`config.mk`:
```
export PLATFORM = sky130hd
export DESIGN_NAME = rob_top
export DESIGN_NICKNAME = d
export VERILOG_FILES = /design/src/rob_pkg.sv /design/src/rob_commit.sv /design/src/rob_decode.sv /design/src/rob_queue.sv /design/src/rob_top.sv
export VERILOG_INCLUDE_DIRS = /design/src
export SDC_FILE = /design/constraint.sdc
export NUM_CORES = 2
export LEC_CHECK = 0
export BUFFER_PORTS_ARGS = -buffer_cell sky130_fd_sc_hd__buf_2
export CAP_MARGIN = 5
export CORE_MARGIN = 3
export CORE_UTILIZATION = 45
export DETAILED_ROUTE_END_ITERATION = 8
export MAX_ROUTING_LAYER = met4
export PLACE_DENSITY = 0.61
export SYNTH_ARGS = -nofsm -noshare
export SYNTH_HDL_FRONTEND = slang
export SYNTH_SLANG_ARGS = --single-unit
```
`constraint.sdc`:
```
create_clock -name clk -period 4.9 [get_ports clk]
set_input_delay 0.245 -clock clk [delete_from_list [all_inputs] [get_ports clk]]
set_output_delay 0.245 -clock clk [all_outputs]
set_load 0.01 [all_outputs]
```
`src/rob_settings.svh`:
```
`ifndef ROB_SETTINGS_SVH
`define ROB_SETTINGS_SVH

// queue geometry
`define ROB_DEPTH 16
`define ROB_TAG_W 4

// datapath widths
`define XLEN 32
`define REG_ADDR_W 5

// base opcodes handled by the buffer
`define OP_LUI 7'b0110111
`define OP_AUIPC 7'b0010111
`define OP_JAL 7'b1101111
`define OP_OP_IMM 7'b0010011
`define OP_OP 7'b0110011
`define OP_BRANCH 7'b1100011

`endif

```
`src/rob_pkg.sv`:
```
`include "rob_settings.svh"

package rob_pkg;

  typedef enum logic [2:0] {
    KIND_ALU,
    KIND_BRANCH,
    KIND_LUI,
    KIND_AUIPC,
    KIND_JAL
  } rob_kind_t;

  // U and J formats share this layout
  typedef struct packed {
    logic [19:0] imm_hi;
    logic [`REG_ADDR_W-1:0] rd;
    logic [6:0] opcode;
  } insn_uj_t;

  // branch immediate is scattered over the word
  typedef struct packed {
    logic imm12;
    logic [5:0] imm10_5;
    logic [`REG_ADDR_W-1:0] rs2;
    logic [`REG_ADDR_W-1:0] rs1;
    logic [2:0] funct3;
    logic [3:0] imm4_1;
    logic imm11;
    logic [6:0] opcode;
  } insn_b_t;

  typedef union packed {
    insn_uj_t uj;
    insn_b_t b;
  } insn_u;

  typedef struct packed {
    insn_u insn;
    logic [`XLEN-1:0] pc;
    logic is_half;
    logic pred_taken;
  } alloc_t;

  typedef struct packed {
    logic busy;
    logic done;
    rob_kind_t kind;
    logic [`REG_ADDR_W-1:0] dest;
    logic [`XLEN-1:0] value;
    logic [`XLEN-1:0] pc;
    logic [`XLEN-1:0] target;
    logic is_half;
    logic pred_taken;
    logic taken;
  } rob_entry_t;

  typedef struct packed {
    logic valid;
    logic [`ROB_TAG_W-1:0] tag;
    logic [`XLEN-1:0] value;
    logic taken;
  } cdb_t;

  typedef struct packed {
    logic we;
    logic [`REG_ADDR_W-1:0] addr;
    logic [`XLEN-1:0] data;
    logic [`ROB_TAG_W-1:0] tag;
  } retire_t;

  typedef struct packed {
    logic valid;
    logic [`XLEN-1:0] pc;
  } redirect_t;

endpackage

```
`src/rob_commit.sv`:
```
`include "rob_settings.svh"

module rob_commit (
  input logic clk,
  input logic rst,
  input rob_pkg::rob_entry_t head_entry,
  input logic head_ready,
  input logic [`ROB_TAG_W-1:0] head_tag,
  output logic flush,
  output rob_pkg::retire_t retire,
  output rob_pkg::redirect_t redirect
);

  logic is_branch;
  logic mispredict;
  logic [`XLEN-1:0] fall_through;

  assign is_branch = head_entry.kind == rob_pkg::KIND_BRANCH;
  assign mispredict = head_ready && is_branch && (head_entry.taken != head_entry.pred_taken);
  assign fall_through = head_entry.pc + (head_entry.is_half ? `XLEN'(2) : `XLEN'(4));

  // younger entries are wrong path
  assign flush = mispredict;

  always_ff @(posedge clk) begin
    retire.addr <= head_entry.dest;
    retire.data <= head_entry.value;
    retire.tag <= head_tag;
    redirect.pc <= head_entry.taken ? head_entry.target : fall_through;
    if (rst) begin
      retire.we <= 1'b0;
      redirect.valid <= 1'b0;
    end else begin
      retire.we <= head_ready && !is_branch;
      redirect.valid <= mispredict;
    end
  end

  // queue is empty after a redirect, so no write follows it
  assert property (@(posedge clk) disable iff (rst)
    redirect.valid |=> !retire.we);

endmodule

```
`src/rob_decode.sv`:
```
`include "rob_settings.svh"

module rob_decode (
  input rob_pkg::alloc_t alloc,
  output rob_pkg::rob_entry_t entry
);

  logic [`XLEN-1:0] upper_imm;
  logic [`XLEN-1:0] b_imm;
  logic [`XLEN-1:0] link;

  // same word, two views
  assign upper_imm = {alloc.insn.uj.imm_hi, 12'b0};
  assign b_imm = {{(`XLEN-12){alloc.insn.b.imm12}}, alloc.insn.b.imm11,
                  alloc.insn.b.imm10_5, alloc.insn.b.imm4_1, 1'b0};

  // compressed instructions are two bytes long
  assign link = alloc.pc + (alloc.is_half ? `XLEN'(2) : `XLEN'(4));

  always_comb begin
    entry = '0;
    entry.busy = 1'b1;
    entry.pc = alloc.pc;
    entry.is_half = alloc.is_half;
    entry.pred_taken = alloc.pred_taken;
    entry.dest = alloc.insn.uj.rd;
    entry.kind = rob_pkg::KIND_ALU;

    case (alloc.insn.uj.opcode)
      `OP_LUI: begin
        entry.kind = rob_pkg::KIND_LUI;
        entry.value = upper_imm;
        entry.done = 1'b1;
      end
      `OP_AUIPC: begin
        entry.kind = rob_pkg::KIND_AUIPC;
        entry.value = upper_imm + alloc.pc;
        entry.done = 1'b1;
      end
      `OP_JAL: begin
        entry.kind = rob_pkg::KIND_JAL;
        entry.value = link;
        entry.done = 1'b1;
      end
      `OP_BRANCH: begin
        // rd bits hold immediate here, no destination
        entry.kind = rob_pkg::KIND_BRANCH;
        entry.dest = '0;
        entry.target = alloc.pc + b_imm;
      end
      `OP_OP_IMM, `OP_OP: begin
        entry.kind = rob_pkg::KIND_ALU;
      end
      default: begin
        // anything else waits for the cdb like an alu op
        entry.kind = rob_pkg::KIND_ALU;
      end
    endcase
  end

endmodule

```
`src/rob_queue.sv`:
```
`include "rob_settings.svh"

module rob_queue (
  input logic clk,
  input logic rst,
  input rob_pkg::rob_entry_t entry,
  input logic alloc_valid,
  output logic alloc_ready,
  output logic [`ROB_TAG_W-1:0] alloc_tag,
  input rob_pkg::cdb_t cdb,
  input logic flush,
  output rob_pkg::rob_entry_t head_entry,
  output logic head_ready,
  output logic [`ROB_TAG_W-1:0] head_tag
);

  localparam logic [`ROB_TAG_W:0] FULL = (`ROB_TAG_W + 1)'(`ROB_DEPTH);

  rob_pkg::rob_entry_t mem [`ROB_DEPTH];

  logic [`ROB_DEPTH-1:0] busy_q;
  logic [`ROB_DEPTH-1:0] done_q;
  logic [`ROB_TAG_W-1:0] head;
  logic [`ROB_TAG_W-1:0] tail;
  logic [`ROB_TAG_W:0] count;
  logic push;
  logic pop;

  assign alloc_ready = count < FULL;
  assign alloc_tag = tail;
  assign push = alloc_valid && alloc_ready;

  assign head_tag = head;
  assign head_ready = busy_q[head] && done_q[head];
  assign pop = head_ready;

  // control bits live beside the payload
  always_comb begin
    head_entry = mem[head];
    head_entry.busy = busy_q[head];
    head_entry.done = done_q[head];
  end

  always_ff @(posedge clk) begin
    if (rst || flush) begin
      head <= '0;
      tail <= '0;
      count <= '0;
      busy_q <= '0;
      done_q <= '0;
    end else begin
      if (push) begin
        busy_q[tail] <= 1'b1;
        done_q[tail] <= entry.done;
        tail <= tail + 1'b1;
      end
      if (cdb.valid) begin
        done_q[cdb.tag] <= 1'b1;
      end
      if (pop) begin
        busy_q[head] <= 1'b0;
        done_q[head] <= 1'b0;
        head <= head + 1'b1;
      end
      count <= count + {{`ROB_TAG_W{1'b0}}, push} - {{`ROB_TAG_W{1'b0}}, pop};
    end
  end

  // early results arrive with the entry payload
  always_ff @(posedge clk) begin
    if (push) begin
      mem[tail] <= entry;
    end
    if (cdb.valid) begin
      mem[cdb.tag].value <= cdb.value;
      mem[cdb.tag].taken <= cdb.taken;
    end
  end

  // completions only target entries still waiting
  assert property (@(posedge clk) disable iff (rst)
    cdb.valid |-> busy_q[cdb.tag] && !done_q[cdb.tag]);

  // a new entry never lands on a live one
  assert property (@(posedge clk) disable iff (rst)
    push |-> !busy_q[tail]);

endmodule

```
`src/rob_top.sv`:
```
`include "rob_settings.svh"

module rob_top (
  input logic clk,
  input logic rst,
  input rob_pkg::alloc_t alloc,
  input logic alloc_valid,
  output logic alloc_ready,
  output logic [`ROB_TAG_W-1:0] alloc_tag,
  input rob_pkg::cdb_t cdb,
  output rob_pkg::retire_t retire,
  output rob_pkg::redirect_t redirect
);

  rob_pkg::rob_entry_t entry;
  rob_pkg::rob_entry_t head_entry;
  logic head_ready;
  logic [`ROB_TAG_W-1:0] head_tag;
  logic flush;

  rob_decode u_decode (
    .alloc(alloc),
    .entry(entry)
  );

  rob_queue u_queue (
    .clk(clk),
    .rst(rst),
    .entry(entry),
    .alloc_valid(alloc_valid),
    .alloc_ready(alloc_ready),
    .alloc_tag(alloc_tag),
    .cdb(cdb),
    .flush(flush),
    .head_entry(head_entry),
    .head_ready(head_ready),
    .head_tag(head_tag)
  );

  rob_commit u_commit (
    .clk(clk),
    .rst(rst),
    .head_entry(head_entry),
    .head_ready(head_ready),
    .head_tag(head_tag),
    .flush(flush),
    .retire(retire),
    .redirect(redirect)
  );

endmodule

```
==> impl.org <==
** Logic synthesis
- Number of synthesized register bits :: 1836
- Synthesis produced 4786 cells.
- Count of different cell masters after synthesis :: about 70
- The synthesized netlist devotes between 5 and 6% of its cell area to compound gates.
- Cell with the most instances after synthesis :: sky130_fd_sc_hd__edfxtp_1
- For this run, asynchronously set or reset flops after synthesis account for 0%.
- The synthesized netlist devotes 1.19% of its cell area to adder and majority cells.
- The mapped netlist covers roughly 0.078 mm^2.
- Synth Net Count :: 4964
- Largest family of logic cells by synthesized area :: multiplexers
- The largest total area in the synthesized netlist belongs to sky130_fd_sc_hd__edfxtp_1.
- Synth warnings :: 0
- The top cell type by area accounts for 65.9% of the synthesized area.
- Yosys mapped a number of flops with a built-in enable equal to 1712.
- In the synthesized netlist, mux cells make up 15.2% of the area.
- Post-Synth XOR/XNOR Area :: 1.03%
- Share of the yosys chip area belonging to registers :: between 60% and 70%
- Post-synth top flop :: sky130_fd_sc_hd__edfxtp_1
- Post-Syn Area per Cell :: 16.3 um^2
- The synthesized netlist devotes 5.68% of its cell area to simple gates.
- Counting instances in the post-synthesis netlist gives the leading cell types as 1712 x sky130_fd_sc_hd__edfxtp_1, 664 x sky130_fd_sc_hd__nand2_1, 598 x sky130_fd_sc_hd__o21ai_0.
- Dominant cells by area after synthesis :: sky130_fd_sc_hd__edfxtp_1 66%, sky130_fd_sc_hd__mux4_2 15%, sky130_fd_sc_hd__o21ai_0 3.8%

** Placement
- Instance area after placement :: 0.0821 mm^2
- Including well taps, the total number of placed cells is 7095.
- Timing analysis after detailed placement gives a worst setup slack of about 0.75 ns.
- Port buffering added 186 buffers.
- Final HPWL DP :: 134 mm
- GP Congestion :: 0.867

** Finish
- The filler cells instantiated in the layout total 13941.
- Compared with the post-synthesis result, the final layout area differs by 14.4%.
- Non-filler cells in the finished layout :: 7549
- The finished cells cover 0.0893 mm^2.
- Share of cells above drive strength 1 :: 23.5%
- After the last flow step, the layout net total stands at 5230.
- Final core occ :: 51.9%

** Setup path
- Kind of start point of the critical path :: register
- Worst reg-to-reg setup slack :: between 0.7 and 0.8 ns
- The worst setup path is captured at a register.
- On the worst path, the slowest cell contributes a delay of 0.67 ns.
- The cell that appears most often on the critical path is sky130_fd_sc_hd__mux4_2.
- Crit path cell chain :: mux4_2, mux4_2, ha_1, a21o_1, nand4_1, nor4_1, and2_1, nand3_1, xor2_1, o21ai_0
- Data arrival at the endpoint of the critical path :: around 4.8 ns
- The worst setup path is of the register to register kind.
- Worst path required time :: 5.56 ns
- Max FO, Critical Path :: 22
- The slowest stage of the critical path belongs to the cell sky130_fd_sc_hd__dfxtp_4.

** STA
- After layout, the worst setup slack is 0.739 ns.
- In this run the tightest slew margin relative to its limit is 7.72%.
- Static timing analysis puts the maximum clock frequency at 240 MHz.
- Final slew viol count :: 0
- Clock skew on the completed layout was measured at 0.0527 ns.
- Worst hold slack :: 0.0822 ns
- In the final timing run, aggregate negative setup slack is 0 ns.
- The clock period could shrink to 4.16 ns.
- For the pin with the worst max-slew slack, the measured transition is 1.38 ns.
- In the finished design, the share of the clock period the worst path needs comes to 84.9%.
- The final count of hold timing violations was 0.
- Setup repair after global routing missed its margin :: false
- Setup violations remaining at the end of the flow were counted as 0.

** Global routing
- Number of global-route vias before repair :: about 46000
- The first global-routing pass estimated 337 mm of wire.
- Total global-route track usage :: 27.1%
- The number of antenna violations at the first check in global routing was 28.
- Entering global routing, the biggest net connects 107 pins.
- For this run the aggregate overflow at the end of global routing stands at 0.

** Die
- The total area inside the core boundary comes to 0.172 mm^2.
- Effective utilization at floorplan :: 45.4%
- Die width :: 423 um
- The die covers 0.179 mm^2.
- During I/O placement, the number of pins put on the boundary was 187.
- In this run the core area contains approximately 150 standard-cell rows.
- Vertical extent of the die :: about 420 um

** Clock tree
- Total CTS buffers :: 191
- Clock-pin slew was measured on the worst setup and hold paths at 0.06 ns.
- The clock passes through at most 3 buffers.
- The H-tree generated during clock tree synthesis spans 4 levels.
- TritonCTS built the clock tree.
- Once the clock tree was built, the setup fixing pass inserted 0 buffers.
- Clock Sink Count :: 1836
- CTS placed an instance of sky130_fd_sc_hd__clkbuf_16 at the clock tree root.
- For the worst-skew pair, the clock arrives at the later sink with an insertion delay of 0.86 ns.

** Power
- Peak VDD IR :: 0.000360 V
- Summed over all cells, the static leakage comes to 27.8 nW.
- Summing internal, switching and leakage power gives 35.2 mW.
- For this design the ratio of total power to cell area is roughly 390 mW/mm^2.

** Route
- In this run the remaining antenna-violating nets after routing total 0.
- First-pass iteration count of the detailed router :: 6
- Dividing the detail-routed via count by the number of cells gives 6.17.
- Violation count after the first detailed-routing iteration :: around 6400
- Wires add up to 236 mm.
- In the final routed layout, each cell accounts on average for 31.2 um.
- The routed layout has 46615 vias.
- For this run, design rule violations remaining after detail routing come to 0.

** Hold path
- The path class of the tightest hold or removal check is input pin to register.

** Status
- Run status :: finished, final reports clean

** Run
- The tool flagged a number of max-cap violations equal to 0.
==> timing repair <==
action / in CTS / in global routing
hold buffers: 73 / 0
resized for setup: 0 / 0
hold endpoints to repair: 1107 / 0
==> critical path: cells and delay by family (launching register included) <==
| family | cells | cell delay [ns] |
|---|---|---|
| fa+ha+maj | 1 | 0.30 |
| simple gates | 4 | 1.52 |
| xor+xnor | 1 | 0.17 |
| flops | 1 | 0.67 |
| mux | 2 | 1.09 |
| compound gates | 2 | 0.22 |
==> placed cells by master (no fill, tap or decap), types with 27 or more instances in the layout <==
cell,Yosys,final
sky130_fd_sc_hd__ha_1,66,66
sky130_fd_sc_hd__inv_1,55,47
sky130_fd_sc_hd__nor2_1,151,131
sky130_fd_sc_hd__clkinv_2,0,30
sky130_fd_sc_hd__dlygate4sd3_1,0,73
sky130_fd_sc_hd__buf_4,11,158
sky130_fd_sc_hd__mux4_2,522,521
sky130_fd_sc_hd__edfxtp_1,1712,1712
sky130_fd_sc_hd__xnor2_1,47,47
sky130_fd_sc_hd__clkbuf_16,0,192
sky130_fd_sc_hd__a21oi_1,60,60
sky130_fd_sc_hd__nand4_1,27,27
sky130_fd_sc_hd__buf_2,47,186
sky130_fd_sc_hd__nand3_1,54,54
sky130_fd_sc_hd__o21ai_0,598,589
sky130_fd_sc_hd__nand2_1,664,656
sky130_fd_sc_hd__xor2_1,45,45
sky130_fd_sc_hd__dfxtp_1,124,120
sky130_fd_sc_hd__clkbuf_1,246,58
==> registers in the layout, summed over array words and instances, names as in the netlist, named ones only <==
register / count
u_commit.redirect: 33
u_commit.retire: 42
u_queue.alloc_tag: 4
u_queue.busy_q: 16
u_queue.count: 5
u_queue.done_q: 16
u_queue.head_tag: 4
u_queue.mem: 1712
==> cell families after synthesis <==
family | Yosys count
AOI/OAI and AO/OA | 805
xor gates and xnor gates | 92
adders and majority gates | 71
buffers and inverters | 410
DFF | 1836
muxes | 533
and+or+nand+nor | 1039
==> cell type report <==
class | instances | area (um^2) | share of cell area [%]
Sequential cell | 1836 | 53900 | 60.4
Multi-Input combinational cell | 2540 | 22800 | 25.5
Clock buffer | 267 | 5260 | 5.89
Timing Repair Buffer | 427 | 3040 | 3.40
Tap cell | 2310 | 2890 | 3.24
Clock inverter | 93 | 1150 | 1.29
Inverter | 56 | 250 | 0.280
Antenna cell | 20 | 50.0 | 0.0560
==> where the power goes <==
group	internal, mW	switching, mW	total [mW]	leakage (nW)
Sequential	17.6	0.219	17.8	16.6
Clock	8.46	6.29	14.8	3.11
Combinational	0.894	1.71	2.61	8.15
Total	27.0	8.22	35.2	27.8
==> layer usage <==
layer | vias up | track usage [%] | share of wire (%)
li1 | 19317 | - | -
met1 | 24229 | 36.1 | 39
met2 | 2592 | 42.5 | 49
met3 | 477 | 3.96 | 8.3
met4 | 0 | 10.2 | 4.0
met5 | - | - | 0
==> final timing paths <==
path,from,depth (start not counted),endpoint
max,register,10,u_commit.redirect[26]$_DFF_P_
min,cdb[37],4,u_queue.done_q[1]$_SDFF_PP0_
max reg2reg,register,10,u_commit.redirect[26]$_DFF_P_
min reg2reg,u_queue.busy_q[15]$_SDFF_PP0_,2,u_queue.busy_q[15]$_SDFF_PP0_
Power figures use the tool's default switching activity.
